File: src/common/cart_settings.svh
/*
 Download constants for the cart loader. All offsets are byte addresses on
 the download bus and so still include the 512-byte copier header.
*/

`ifndef CART_SETTINGS_SVH
`define CART_SETTINGS_SVH

// ==========================================================
// Download stream
// ==========================================================

// Copier header in front of every cart image
`define CART_COPIER_BYTES 512

// Loader index reserved for cheat code files
`define CART_CODE_INDEX 8'hFF

// ROM size code used when the header gives nothing better
`define CART_DEFAULT_ROM_SIZE 4'hC

// ==========================================================
// Internal header locations per map mode
// ==========================================================

`define CART_LOROM_SIZE_OFS (25'h7FD6 + 25'h200)
`define CART_LOROM_RAM_OFS (25'h7FD8 + 25'h200)

`define CART_HIROM_SIZE_OFS (25'hFFD6 + 25'h200)
`define CART_HIROM_RAM_OFS (25'hFFD8 + 25'h200)

`define CART_EXHIROM_SIZE_OFS (25'h40FFD6 + 25'h200)
`define CART_EXHIROM_RAM_OFS (25'h40FFD8 + 25'h200)

`endif

File: src/common/cart_pkg.sv
/*
 Types shared by the cart loader. Map mode codes follow the menu order of
 the core: auto, no header, LoROM, HiROM, ExHiROM.
*/

`default_nettype none

package cart_pkg;

	// ==========================================================
	// Widths
	// ==========================================================

	localparam int DL_ADDR_W = 25;
	localparam int DL_WORD_W = 16;
	localparam int MASK_W = 24;
	localparam int CODE_WORD_W = 32;

	typedef logic [DL_ADDR_W-1:0] dl_addr_t;
	typedef logic [DL_WORD_W-1:0] dl_word_t;
	typedef logic [MASK_W-1:0] mask_t;

	// One field of a cheat record, big endian as delivered by the loader
	typedef logic [CODE_WORD_W-1:0] code_word_t;

	// ==========================================================
	// Enums
	// ==========================================================

	// ROM header handling as picked in the menu
	typedef enum logic [2:0] {
		MAP_AUTO = 3'd0,
		MAP_NO_HEADER = 3'd1,
		MAP_LOROM = 3'd2,
		MAP_HIROM = 3'd3,
		MAP_EXHIROM = 3'd4
	} map_mode_t;

	// What the router slot currently holds
	typedef enum logic [1:0] {
		BEAT_NONE = 2'd0,
		BEAT_CART = 2'd1,
		BEAT_CODE = 2'd2
	} beat_kind_t;

endpackage

`default_nettype wire

File: src/loader/download_router.sv
/*
 First stage. Holds one download word and sends it to the ROM port or the
 cheat assembler. beat_addr is raw for cart words and header adjusted for
 cheat words. cart_done fires once per cart download after its last word.
*/

`default_nettype none

`include "cart_settings.svh"

module download_router (
	input wire clk_sys,
	input wire reset,

	input wire dl_valid,
	output logic dl_ready,
	input wire dl_active,
	input wire [7:0] dl_index,
	input cart_pkg::dl_addr_t dl_addr,
	input cart_pkg::dl_word_t dl_data,

	output logic rom_wr_valid,
	input wire rom_wr_ready,
	output cart_pkg::dl_addr_t rom_wr_addr,
	output cart_pkg::dl_word_t rom_wr_data,

	output logic cart_beat,
	output cart_pkg::dl_addr_t beat_addr,
	output cart_pkg::dl_word_t beat_data,
	output logic code_beat_valid,
	input wire code_beat_ready,

	output logic cart_done
);
	import cart_pkg::*;

	beat_kind_t slot_kind;
	beat_kind_t in_kind;
	dl_addr_t slot_addr;
	dl_addr_t adj_addr;
	dl_word_t slot_data;
	logic accept;
	logic slot_leave;
	logic active_q;
	logic cart_seen;
	logic done_wait;

	// ==========================================================
	// Slot control
	// ==========================================================

	assign in_kind = (dl_index == `CART_CODE_INDEX) ? BEAT_CODE : BEAT_CART;

	assign rom_wr_valid = (slot_kind == BEAT_CART);
	assign code_beat_valid = (slot_kind == BEAT_CODE);
	assign cart_beat = rom_wr_valid & rom_wr_ready;
	assign slot_leave = cart_beat | (code_beat_valid & code_beat_ready);

	// Accept when empty or when the held word leaves this cycle
	assign dl_ready = (slot_kind == BEAT_NONE) | slot_leave;
	assign accept = dl_valid & dl_ready;

	always_ff @(posedge clk_sys) begin
		if (!reset) begin
			slot_kind <= BEAT_NONE;
		end else if (accept) begin
			slot_kind <= in_kind;
		end else if (slot_leave) begin
			slot_kind <= BEAT_NONE;
		end
	end

	always_ff @(posedge clk_sys) begin
		if (accept) begin
			slot_addr <= dl_addr;
			slot_data <= dl_data;
		end
	end

	// Strip the copier header
	assign adj_addr = slot_addr - dl_addr_t'(`CART_COPIER_BYTES);

	assign rom_wr_addr = adj_addr;
	assign rom_wr_data = slot_data;
	assign beat_addr = (slot_kind == BEAT_CODE) ? adj_addr : slot_addr;
	assign beat_data = slot_data;

	// ==========================================================
	// End of cart download
	// ==========================================================

	always_ff @(posedge clk_sys) begin
		if (!reset) begin
			active_q <= 1'b0;
			cart_seen <= 1'b0;
			done_wait <= 1'b0;
			cart_done <= 1'b0;
		end else begin
			active_q <= dl_active;
			cart_done <= 1'b0;
			if (accept && in_kind == BEAT_CART) begin
				cart_seen <= 1'b1;
			end
			if (active_q && !dl_active && cart_seen) begin
				cart_seen <= 1'b0;
				done_wait <= 1'b1;
			end else if (done_wait && slot_kind == BEAT_NONE) begin
				// Last word has reached the ROM port
				done_wait <= 1'b0;
				cart_done <= 1'b1;
			end
		end
	end

endmodule

`default_nettype wire

File: src/loader/header_parser.sv
/*
 Second stage for cart words. Reads the ROM map info from the copier
 header or from the internal header at the offsets of the selected mode.
 Outputs follow the cart word by one cycle and are final once info_valid.
*/

`default_nettype none

`include "cart_settings.svh"

module header_parser (
	input wire clk_sys,
	input wire reset,

	input cart_pkg::map_mode_t map_mode,
	input wire cart_beat,
	input cart_pkg::dl_addr_t beat_addr,
	input cart_pkg::dl_word_t beat_data,
	input wire cart_done,

	output logic [7:0] rom_type,
	output logic rom_region,
	output cart_pkg::mask_t rom_mask,
	output cart_pkg::mask_t ram_mask,
	output logic info_valid
);
	import cart_pkg::*;

	logic [3:0] rom_size;
	logic [3:0] ram_size;
	dl_addr_t size_ofs;
	dl_addr_t ram_ofs;
	logic ofs_en;

	// ==========================================================
	// Internal header location
	// ==========================================================

	always_comb begin
		ofs_en = 1'b1;
		size_ofs = `CART_LOROM_SIZE_OFS;
		ram_ofs = `CART_LOROM_RAM_OFS;
		case (map_mode)
			MAP_HIROM: begin
				size_ofs = `CART_HIROM_SIZE_OFS;
				ram_ofs = `CART_HIROM_RAM_OFS;
			end
			MAP_EXHIROM: begin
				size_ofs = `CART_EXHIROM_SIZE_OFS;
				ram_ofs = `CART_EXHIROM_RAM_OFS;
			end
			MAP_LOROM: ;
			// Auto and no-header take sizes from word 0 only
			default: ofs_en = 1'b0;
		endcase
	end

	// ==========================================================
	// Header capture
	// ==========================================================

	always_ff @(posedge clk_sys) begin
		if (!reset) begin
			rom_size <= `CART_DEFAULT_ROM_SIZE;
			ram_size <= 4'h0;
			rom_type <= 8'h00;
			rom_region <= 1'b0;
			info_valid <= 1'b0;
		end else begin
			if (cart_beat) begin
				if (beat_addr == '0) begin
					rom_size <= `CART_DEFAULT_ROM_SIZE;
					ram_size <= 4'h0;
					info_valid <= 1'b0;
					if (map_mode == MAP_AUTO && beat_data[7:0] != 8'h00) begin
						{ram_size, rom_size} <= beat_data[7:0];
					end
					case (map_mode)
						MAP_NO_HEADER, MAP_LOROM: rom_type <= 8'd0;
						MAP_HIROM: rom_type <= 8'd1;
						MAP_EXHIROM: rom_type <= 8'd2;
						default: rom_type <= beat_data[15:8];
					endcase
				end

				if (beat_addr == dl_addr_t'(2)) begin
					rom_region <= beat_data[8];
				end

				if (ofs_en && beat_addr == size_ofs) begin
					rom_size <= beat_data[11:8];
				end
				if (ofs_en && beat_addr == ram_ofs) begin
					ram_size <= beat_data[3:0];
				end
			end

			if (cart_done) begin
				info_valid <= 1'b1;
			end
		end
	end

	// Size code n means 1 KiB << n
	assign rom_mask = (mask_t'(1024) << rom_size) - mask_t'(1);
	assign ram_mask = (ram_size != 4'h0) ? (mask_t'(1024) << ram_size) - mask_t'(1) : '0;

endmodule

`default_nettype wire

File: src/loader/cheat_assembler.sv
/*
 Second stage for cheat words. Eight 16-bit words, low half first, make one
 record. Words on odd byte addresses are taken and dropped.
 A finished record is held until code_ready.
*/

`default_nettype none

module cheat_assembler (
	input wire clk_sys,
	input wire reset,

	input wire code_beat_valid,
	output logic code_beat_ready,
	input cart_pkg::dl_addr_t beat_addr,
	input cart_pkg::dl_word_t beat_data,

	output logic code_valid,
	input wire code_ready,
	output cart_pkg::code_word_t code_flags,
	output cart_pkg::code_word_t code_addr,
	output cart_pkg::code_word_t code_compare,
	output cart_pkg::code_word_t code_replace
);
	import cart_pkg::*;

	dl_word_t flags_lo;
	dl_word_t flags_hi;
	dl_word_t addr_lo;
	dl_word_t addr_hi;
	dl_word_t compare_lo;
	dl_word_t compare_hi;
	dl_word_t replace_lo;
	logic [3:0] slot;
	logic take;
	logic last;

	assign slot = beat_addr[3:0];
	assign last = (slot == 4'd14);

	// Only the closing word needs the output register, so the next
	// record can build up while the previous one waits
	assign code_beat_ready = !code_valid || code_ready || !last;
	assign take = code_beat_valid & code_beat_ready;

	// ==========================================================
	// Record build-up
	// ==========================================================

	always_ff @(posedge clk_sys) begin
		if (take) begin
			case (slot)
				4'd0: flags_lo <= beat_data;
				4'd2: flags_hi <= beat_data;
				4'd4: addr_lo <= beat_data;
				4'd6: addr_hi <= beat_data;
				4'd8: compare_lo <= beat_data;
				4'd10: compare_hi <= beat_data;
				4'd12: replace_lo <= beat_data;
				4'd14: begin
					code_flags <= {flags_hi, flags_lo};
					code_addr <= {addr_hi, addr_lo};
					code_compare <= {compare_hi, compare_lo};
					code_replace <= {beat_data, replace_lo};
				end
				default: ;
			endcase
		end
	end

	// Output handshake
	always_ff @(posedge clk_sys) begin
		if (!reset) begin
			code_valid <= 1'b0;
		end else begin
			if (code_valid && code_ready) begin
				code_valid <= 1'b0;
			end
			if (take && last) begin
				code_valid <= 1'b1;
			end
		end
	end

endmodule

`default_nettype wire

File: src/verilog/cart_loader_top.sv
/*
 Cart download front end. Cart words go to the ROM write port and the
 header parser; cheat words become 128-bit code records.
*/

`default_nettype none

module cart_loader_top (
	input wire clk_sys,
	input wire reset,

	input wire dl_valid,
	output logic dl_ready,
	input wire dl_active,
	input wire [7:0] dl_index,
	input cart_pkg::dl_addr_t dl_addr,
	input cart_pkg::dl_word_t dl_data,

	input cart_pkg::map_mode_t map_mode,

	output logic rom_wr_valid,
	input wire rom_wr_ready,
	output cart_pkg::dl_addr_t rom_wr_addr,
	output cart_pkg::dl_word_t rom_wr_data,

	output logic code_valid,
	input wire code_ready,
	output cart_pkg::code_word_t code_flags,
	output cart_pkg::code_word_t code_addr,
	output cart_pkg::code_word_t code_compare,
	output cart_pkg::code_word_t code_replace,

	output logic [7:0] rom_type,
	output logic rom_region,
	output cart_pkg::mask_t rom_mask,
	output cart_pkg::mask_t ram_mask,
	output logic info_valid
);
	import cart_pkg::*;

	logic cart_beat;
	logic cart_done;
	logic code_beat_valid;
	logic code_beat_ready;
	dl_addr_t beat_addr;
	dl_word_t beat_data;

	download_router u_router (
		.clk_sys(clk_sys),
		.reset(reset),
		.dl_valid(dl_valid),
		.dl_ready(dl_ready),
		.dl_active(dl_active),
		.dl_index(dl_index),
		.dl_addr(dl_addr),
		.dl_data(dl_data),
		.rom_wr_valid(rom_wr_valid),
		.rom_wr_ready(rom_wr_ready),
		.rom_wr_addr(rom_wr_addr),
		.rom_wr_data(rom_wr_data),
		.cart_beat(cart_beat),
		.beat_addr(beat_addr),
		.beat_data(beat_data),
		.code_beat_valid(code_beat_valid),
		.code_beat_ready(code_beat_ready),
		.cart_done(cart_done)
	);

	header_parser u_parser (
		.clk_sys(clk_sys),
		.reset(reset),
		.map_mode(map_mode),
		.cart_beat(cart_beat),
		.beat_addr(beat_addr),
		.beat_data(beat_data),
		.cart_done(cart_done),
		.rom_type(rom_type),
		.rom_region(rom_region),
		.rom_mask(rom_mask),
		.ram_mask(ram_mask),
		.info_valid(info_valid)
	);

	cheat_assembler u_cheat (
		.clk_sys(clk_sys),
		.reset(reset),
		.code_beat_valid(code_beat_valid),
		.code_beat_ready(code_beat_ready),
		.beat_addr(beat_addr),
		.beat_data(beat_data),
		.code_valid(code_valid),
		.code_ready(code_ready),
		.code_flags(code_flags),
		.code_addr(code_addr),
		.code_compare(code_compare),
		.code_replace(code_replace)
	);

endmodule

`default_nettype wire

File: config.mk
export PLATFORM = sky130hd
export DESIGN_NAME = cart_loader_top
export DESIGN_NICKNAME = d
export VERILOG_FILES = /design/src/common/cart_pkg.sv /design/src/loader/download_router.sv /design/src/loader/header_parser.sv /design/src/loader/cheat_assembler.sv /design/src/verilog/cart_loader_top.sv
export VERILOG_INCLUDE_DIRS = /design/src /design/src/common
export SDC_FILE = /design/constraint.sdc
export NUM_CORES = 1
export LEC_CHECK = 0
export ABC_CLOCK_PERIOD_IN_PS = 31700
export BUFFER_PORTS_ARGS = -buffer_cell sky130_fd_sc_hd__buf_2
export CORE_AREA = 8 8 151 153
export DETAILED_ROUTE_END_ITERATION = 7
export DIE_AREA = 0 0 159 161
export PLACE_DENSITY = 0.84
export SLEW_MARGIN = 20
export SYNTH_ARGS = -nofsm -noshare
export SYNTH_HDL_FRONTEND = slang
export SYNTH_HIERARCHICAL = 1
export SYNTH_SLANG_ARGS = --single-unit
File: constraint.sdc
create_clock -name clk_sys -period 31.7 [get_ports clk_sys]
set_input_delay 4.755 -clock clk_sys [delete_from_list [all_inputs] [get_ports clk_sys]]
set_output_delay 4.755 -clock clk_sys [all_outputs]
set_load 0.01 [all_outputs]
# Word level (Yosys, flattened, before mapping)
# Cells that the tools add are included.
# totals
ff_bits	306
in_bits	58
elab_cells	119
# op_classes
n_addsub	3
eq_ne	18
shift	2
n_mux	23
bitwise	6
reduce_logical	43
# op_table
cell	count
one-hot mux 23 bit (2 select lines)	2
equality test 25 x 23 -> 1 bit	2
left shift 11 x 4 -> 24 bit (first input constant)	2
subtractor 24 x 1 -> 24 bit (second input constant)	2
AND reduction 2 bit	13
equality test 25 x 2 -> 1 bit (second input constant)	1
zero test 25 bit	1
2-to-1 mux 25 bit	1
subtractor 25 x 10 -> 25 bit (second input constant)	1
2-to-1 mux 24 bit	1
2-to-1 mux 4 bit	6
one-hot mux 8 bit (3 select lines)	1
equality test 4 bit (second input constant)	4
nonzero test 2 bit	7
logical AND 1 bit	9
2-to-1 mux 1 bit	9
equality test 4 x 3 -> 1 bit (second input constant)	2
equality test 8 bit (second input constant)	1
nonzero test 8 bit	1
equality test 3 x 2 -> 1 bit (second input constant)	2
2-to-1 mux 2 bit	3
equality test 2 x 1 -> 1 bit (second input constant)	2
equality test 4 x 2 -> 1 bit (second input constant)	1
zero test 4 bit	1
13 further kinds	20

# Longest topological paths before layout
# depth
ltp_word	10
mapped_depth	12
mapped_depth_nobuf	11

# Cells and area by module
# Netlist, hierarchy kept.
# modules_own_cells
module	instances	cells_per_inst	area_per_inst_um2
cheat_assembler	1	259	7335.8
download_router	1	184	2293.4
header_parser	1	241	1776.7

# Worst setup path after synthesis
# Ideal clock, no wire load.
# synth_path
path_kind	input-to-reg
start	input port code_ready
end	register u_cheat.code_addr[0], enable pin
arrival_time_ps	13459
required_ps	30928
path_slack_ps	17470
stages	2
path_buffers	0
path_cell_list	nor2b_1 -> nor3_1
# synth_via
elab_chain_cells	4
# synth_rtl
element	line_no	source
start, declared	cart_loader_top.sv:27	input wire code_ready,
logical OR 1 bit (2 in a row)	cheat_assembler.sv:43	assign code_beat_ready = !code_valid || code_ready || !last;
AND 1 bit	cheat_assembler.sv:44	assign take = code_beat_valid & code_beat_ready;
AND reduction 2 bit (no source line)	n/a	
end signal, assigned	cheat_assembler.sv:62	code_addr <= {addr_hi, addr_lo};
end, declared	cheat_assembler.sv:21	output cart_pkg::code_word_t code_addr,
# No other way between the ends.
# A chain may end at the register's enable or synchronous reset.

# Final worst setup path
# layout_path
start	input port code_ready
end	output port dl_ready
# layout_via
elab_chain_cells	5
# layout_rtl
element	line_no	source
logical OR 1 bit (2 in a row)	cheat_assembler.sv:43	
via code_beat_ready	cart_loader_top.sv:44	logic code_beat_ready;
AND 1 bit	download_router.sv:57	assign slot_leave = cart_beat | (code_beat_valid & code_beat_ready);
bitwise OR 1 bit	download_router.sv:57	
bitwise OR 1 bit	download_router.sv:60	assign dl_ready = (slot_kind == BEAT_NONE) | slot_leave;
end, declared	cart_loader_top.sv:13	output logic dl_ready,
# The timed path passes the listed nets, and every way through them passes these cells.

==> results.json <==
{
  "status": "complete, no violations",
  "critical_path_peak_fanout": 3,
  "synth_cell_types": 63,
  "final_nets": 992,
  "vias": 6532,
  "cp.arrival_ns": 5.71,
  "synth_area_leaders": "edfxtp_1 (74%), dfxtp_1 (4.4%), buf_4 (3.5%), xor2_1 (1.7%), nand2_1 (1.2%)",
  "cts_buffer_depth": 3,
  "regArea_mm2": 0.00894,
  "synth_seq_cells": 306,
  "drv_slew": 0,
  "n_antenna_cell": 0,
  "fin_crit_ns": 10.46,
  "endpoint_kind": "output pin",
  "clk_latency_ns": 0.54,
  "clk_pin_slew_ns": 0.06,
  "power.total_uw": 793,
  "final_cells": 1227,
  "rows": 53,
  "yosys_warnings": 6,
  "p_leak_uw": 0.00504,
  "post-route-period-util_pct": 33.0,
  "synth-xor-area-share_pct": 2.38,
  "clkSinkCount": 306,
  "die_w_um": 159,
  "synth_compound_area_share_pct": 5.08,
  "synthMuxAreaShare_pct": 0.0878,
  "numCtsBuffers": 28,
  "synth-simple-area-share_pct": 8.80,
  "fillers": 1399,
  "dieArea_mm2": 0.0256,
  "coreArea_mm2": 0.0206,
  "ios": 288,
  "grt_pass1_vias": 6702,
  "hold_path.class": "reg2reg",
  "synth.most_common_cell": "edfxtp_1",
  "routed_wl_um": 26100,
  "whs_ns": 0.415,
  "synth_ff_type": "edfxtp_1",
  "cp_data_required_time_ns": 26.95,
  "cts_tree": "done",
  "power_density_mw_per_mm2": 58.1,
  "drc": 0,
  "root_buffer": "clkbuf_16",
  "tightest_slew_ns": 1.13,
  "htreeDepth": 1,
  "viasPerCell": 5.32,
  "synth_area_mm2": 0.0114,
  "postCtsSetupBuffers": 0,
  "maxSlewHeadroom_pct": 24.5,
  "placed_cells": 1176,
  "drive_above_1_share_pct": 37.3,
  "ant_nets": 0,
  "cts_resized": 0,
  "maxCapViolCount": 0,
  "portBuffers": 277,
  "fin_setup_tns_ns": 0,
  "cts_hold_buf": 0,
  "dpl.hpwl_um": 17500,
  "die_h_um": 161,
  "hold_viol_final": 0,
  "ir_drop_mv": 0.0427,
  "async_reset_ff_share_pct": 0,
  "critical_path_class": "in2out",
  "grt_antenna_before_repair": 2,
  "grt_max_degree": 82,
  "area_growth_pct": 19.7,
  "rsz0062_at_grt": "false",
  "grt_usage_pct": 19.6,
  "multi_input_area_mm2": 0.00200,
  "grt_overflow": 0,
  "grt_pass1_wl_um": 38900,
  "fmax_mhz": 95.6,
  "synth_edf_count": 281,
  "synth_top_area_share_pct": 74.0,
  "setup_viol": 0,
  "drt_iter0_drc": 548,
  "fin_skew_ns": 0.0114,
  "synthAdderAreaFrac_pct": 0.417,
  "wire_per_inst_um": 21.2,
  "synth_cells": 684,
  "postSynthAreaPerCell_um2": 16.7,
  "synth_common_cells": "edfxtp_1 (281), buf_4 (53), nand2_1 (37), nor2_1 (29), dfxtp_1 (25)",
  "firstDrtPassIters": 7,
  "yosysSeqAreaShare_pct": 78.4,
  "start_util_pct": 55.5,
  "yosysTopAreaCell": "edfxtp_1",
  "gp_congestion": 0.817,
  "startpoint_type": "input pin",
  "synth_top_family_by_area": "simple AND/OR/NAND/NOR gates"
}
[state kept, by name, indices dropped and copies added, names as in the netlist, 25 cells and up]
| register | count |
|---|---|
| u_cheat/code_addr | 32 |
| u_cheat/code_compare | 32 |
| u_cheat/code_flags | 32 |
| u_cheat/code_replace | 32 |
| u_router/slot_addr | 25 |
[routing by layer]
layer	vias to the layer above	global-route usage [%]	share of wire [%]
li1	3002	-	-
met1	3174	22.0	37
met2	309	35.7	52
met3	43	5.98	8.2
met4	4	5.15	2.3
met5	-	0	0.061
[path summary, 6_finish.rpt]
| check | start | slack (ns) | depth (start not counted) | to |
|---|---|---|---|---|
| min reg2reg | u_cheat/addr_lo[14]$_DFFE_PP_ | 0.41 | 0 | u_cheat/code_addr[14]$_DFFE_PP_ |
| max reg2reg | u_router/slot_addr[9]$_DFFE_PP_ | 28.10 | 11 | u_parser/rom_type[6]$_SDFFE_PN0P_ |
| min | u_cheat/addr_lo[14]$_DFFE_PP_ | 0.41 | 0 | u_cheat/code_addr[14]$_DFFE_PP_ |
| max | code_ready | 21.24 | 6 | dl_ready |
[per-stage QoR]
| stage | setup slack [ns] | instance area (µm²) | utilization, % |
|---|---|---|---|
| after floorplan | 17.47 | 11400 | - |
| after global placement | 21.32 | 12700 | 62.0 |
| after detailed placement | 21.26 | 12800 | 62.1 |
| after CTS | 21.25 | 13600 | 66.4 |
| after global routing | 21.17 | 13700 | 66.4 |
| final | 21.24 | 13700 | 66.4 |
[cells in the final DEF (no fill, tap or decap), types with 5 or more instances in the layout]
cell,n
clkinv_2,7
inv_1,13
nor3_1,14
nand2_1,37
clkbuf_1,6
clkbuf_16,28
o21bai_1,6
o31a_1,9
nand3b_1,8
nand2b_1,12
xor2_1,22
clkinv_1,5
nor2_1,24
dfxtp_1,25
conb_1,10
nor2b_1,7
nor4_2,7
xnor2_1,9
a21oi_1,21
edfxtp_1,281
o21ai_0,14
buf_2,277
nand4_1,5
nand3_1,17
a211oi_1,8
[critical path, stage by stage]
cell	delay, ns
buf_2	0.10
nor2b_1	0.23
nand4_1	0.13
nand2b_1	0.24
a21oi_1	0.10
buf_2	0.16
[cell type report]
class | count | area share [%]
flip-flops and latches | 306 | 65.5
multi-input cells | 299 | 14.7
repair buffers | 282 | 10.5
clock buffers | 34 | 5.30
well taps | 275 | 2.52
clock inverters | 17 | 1.20
inverters | 14 | 0.385
[power breakdown]
part           leakage (µW)  total (µW)  switching, µW  internal, µW
Sequential          0.00276         450           7.86           442
Clock              0.000430         321            141           180
Combinational       0.00185        21.6           12.6          9.01
Total               0.00504         793            161           631
[cells by family (layout without fill, tap and decap cells)]
kind of cell | after synthesis | in the layout
xor+xnor | 31 | 31
fa+ha+maj | 4 | 4
other cells | 1 | 10
mux | 1 | 1
compound gates | 84 | 84
buf+inv | 88 | 347
flops | 306 | 306
simple gates | 169 | 169
No activity file was read; power rests on OpenSTA's default activity.
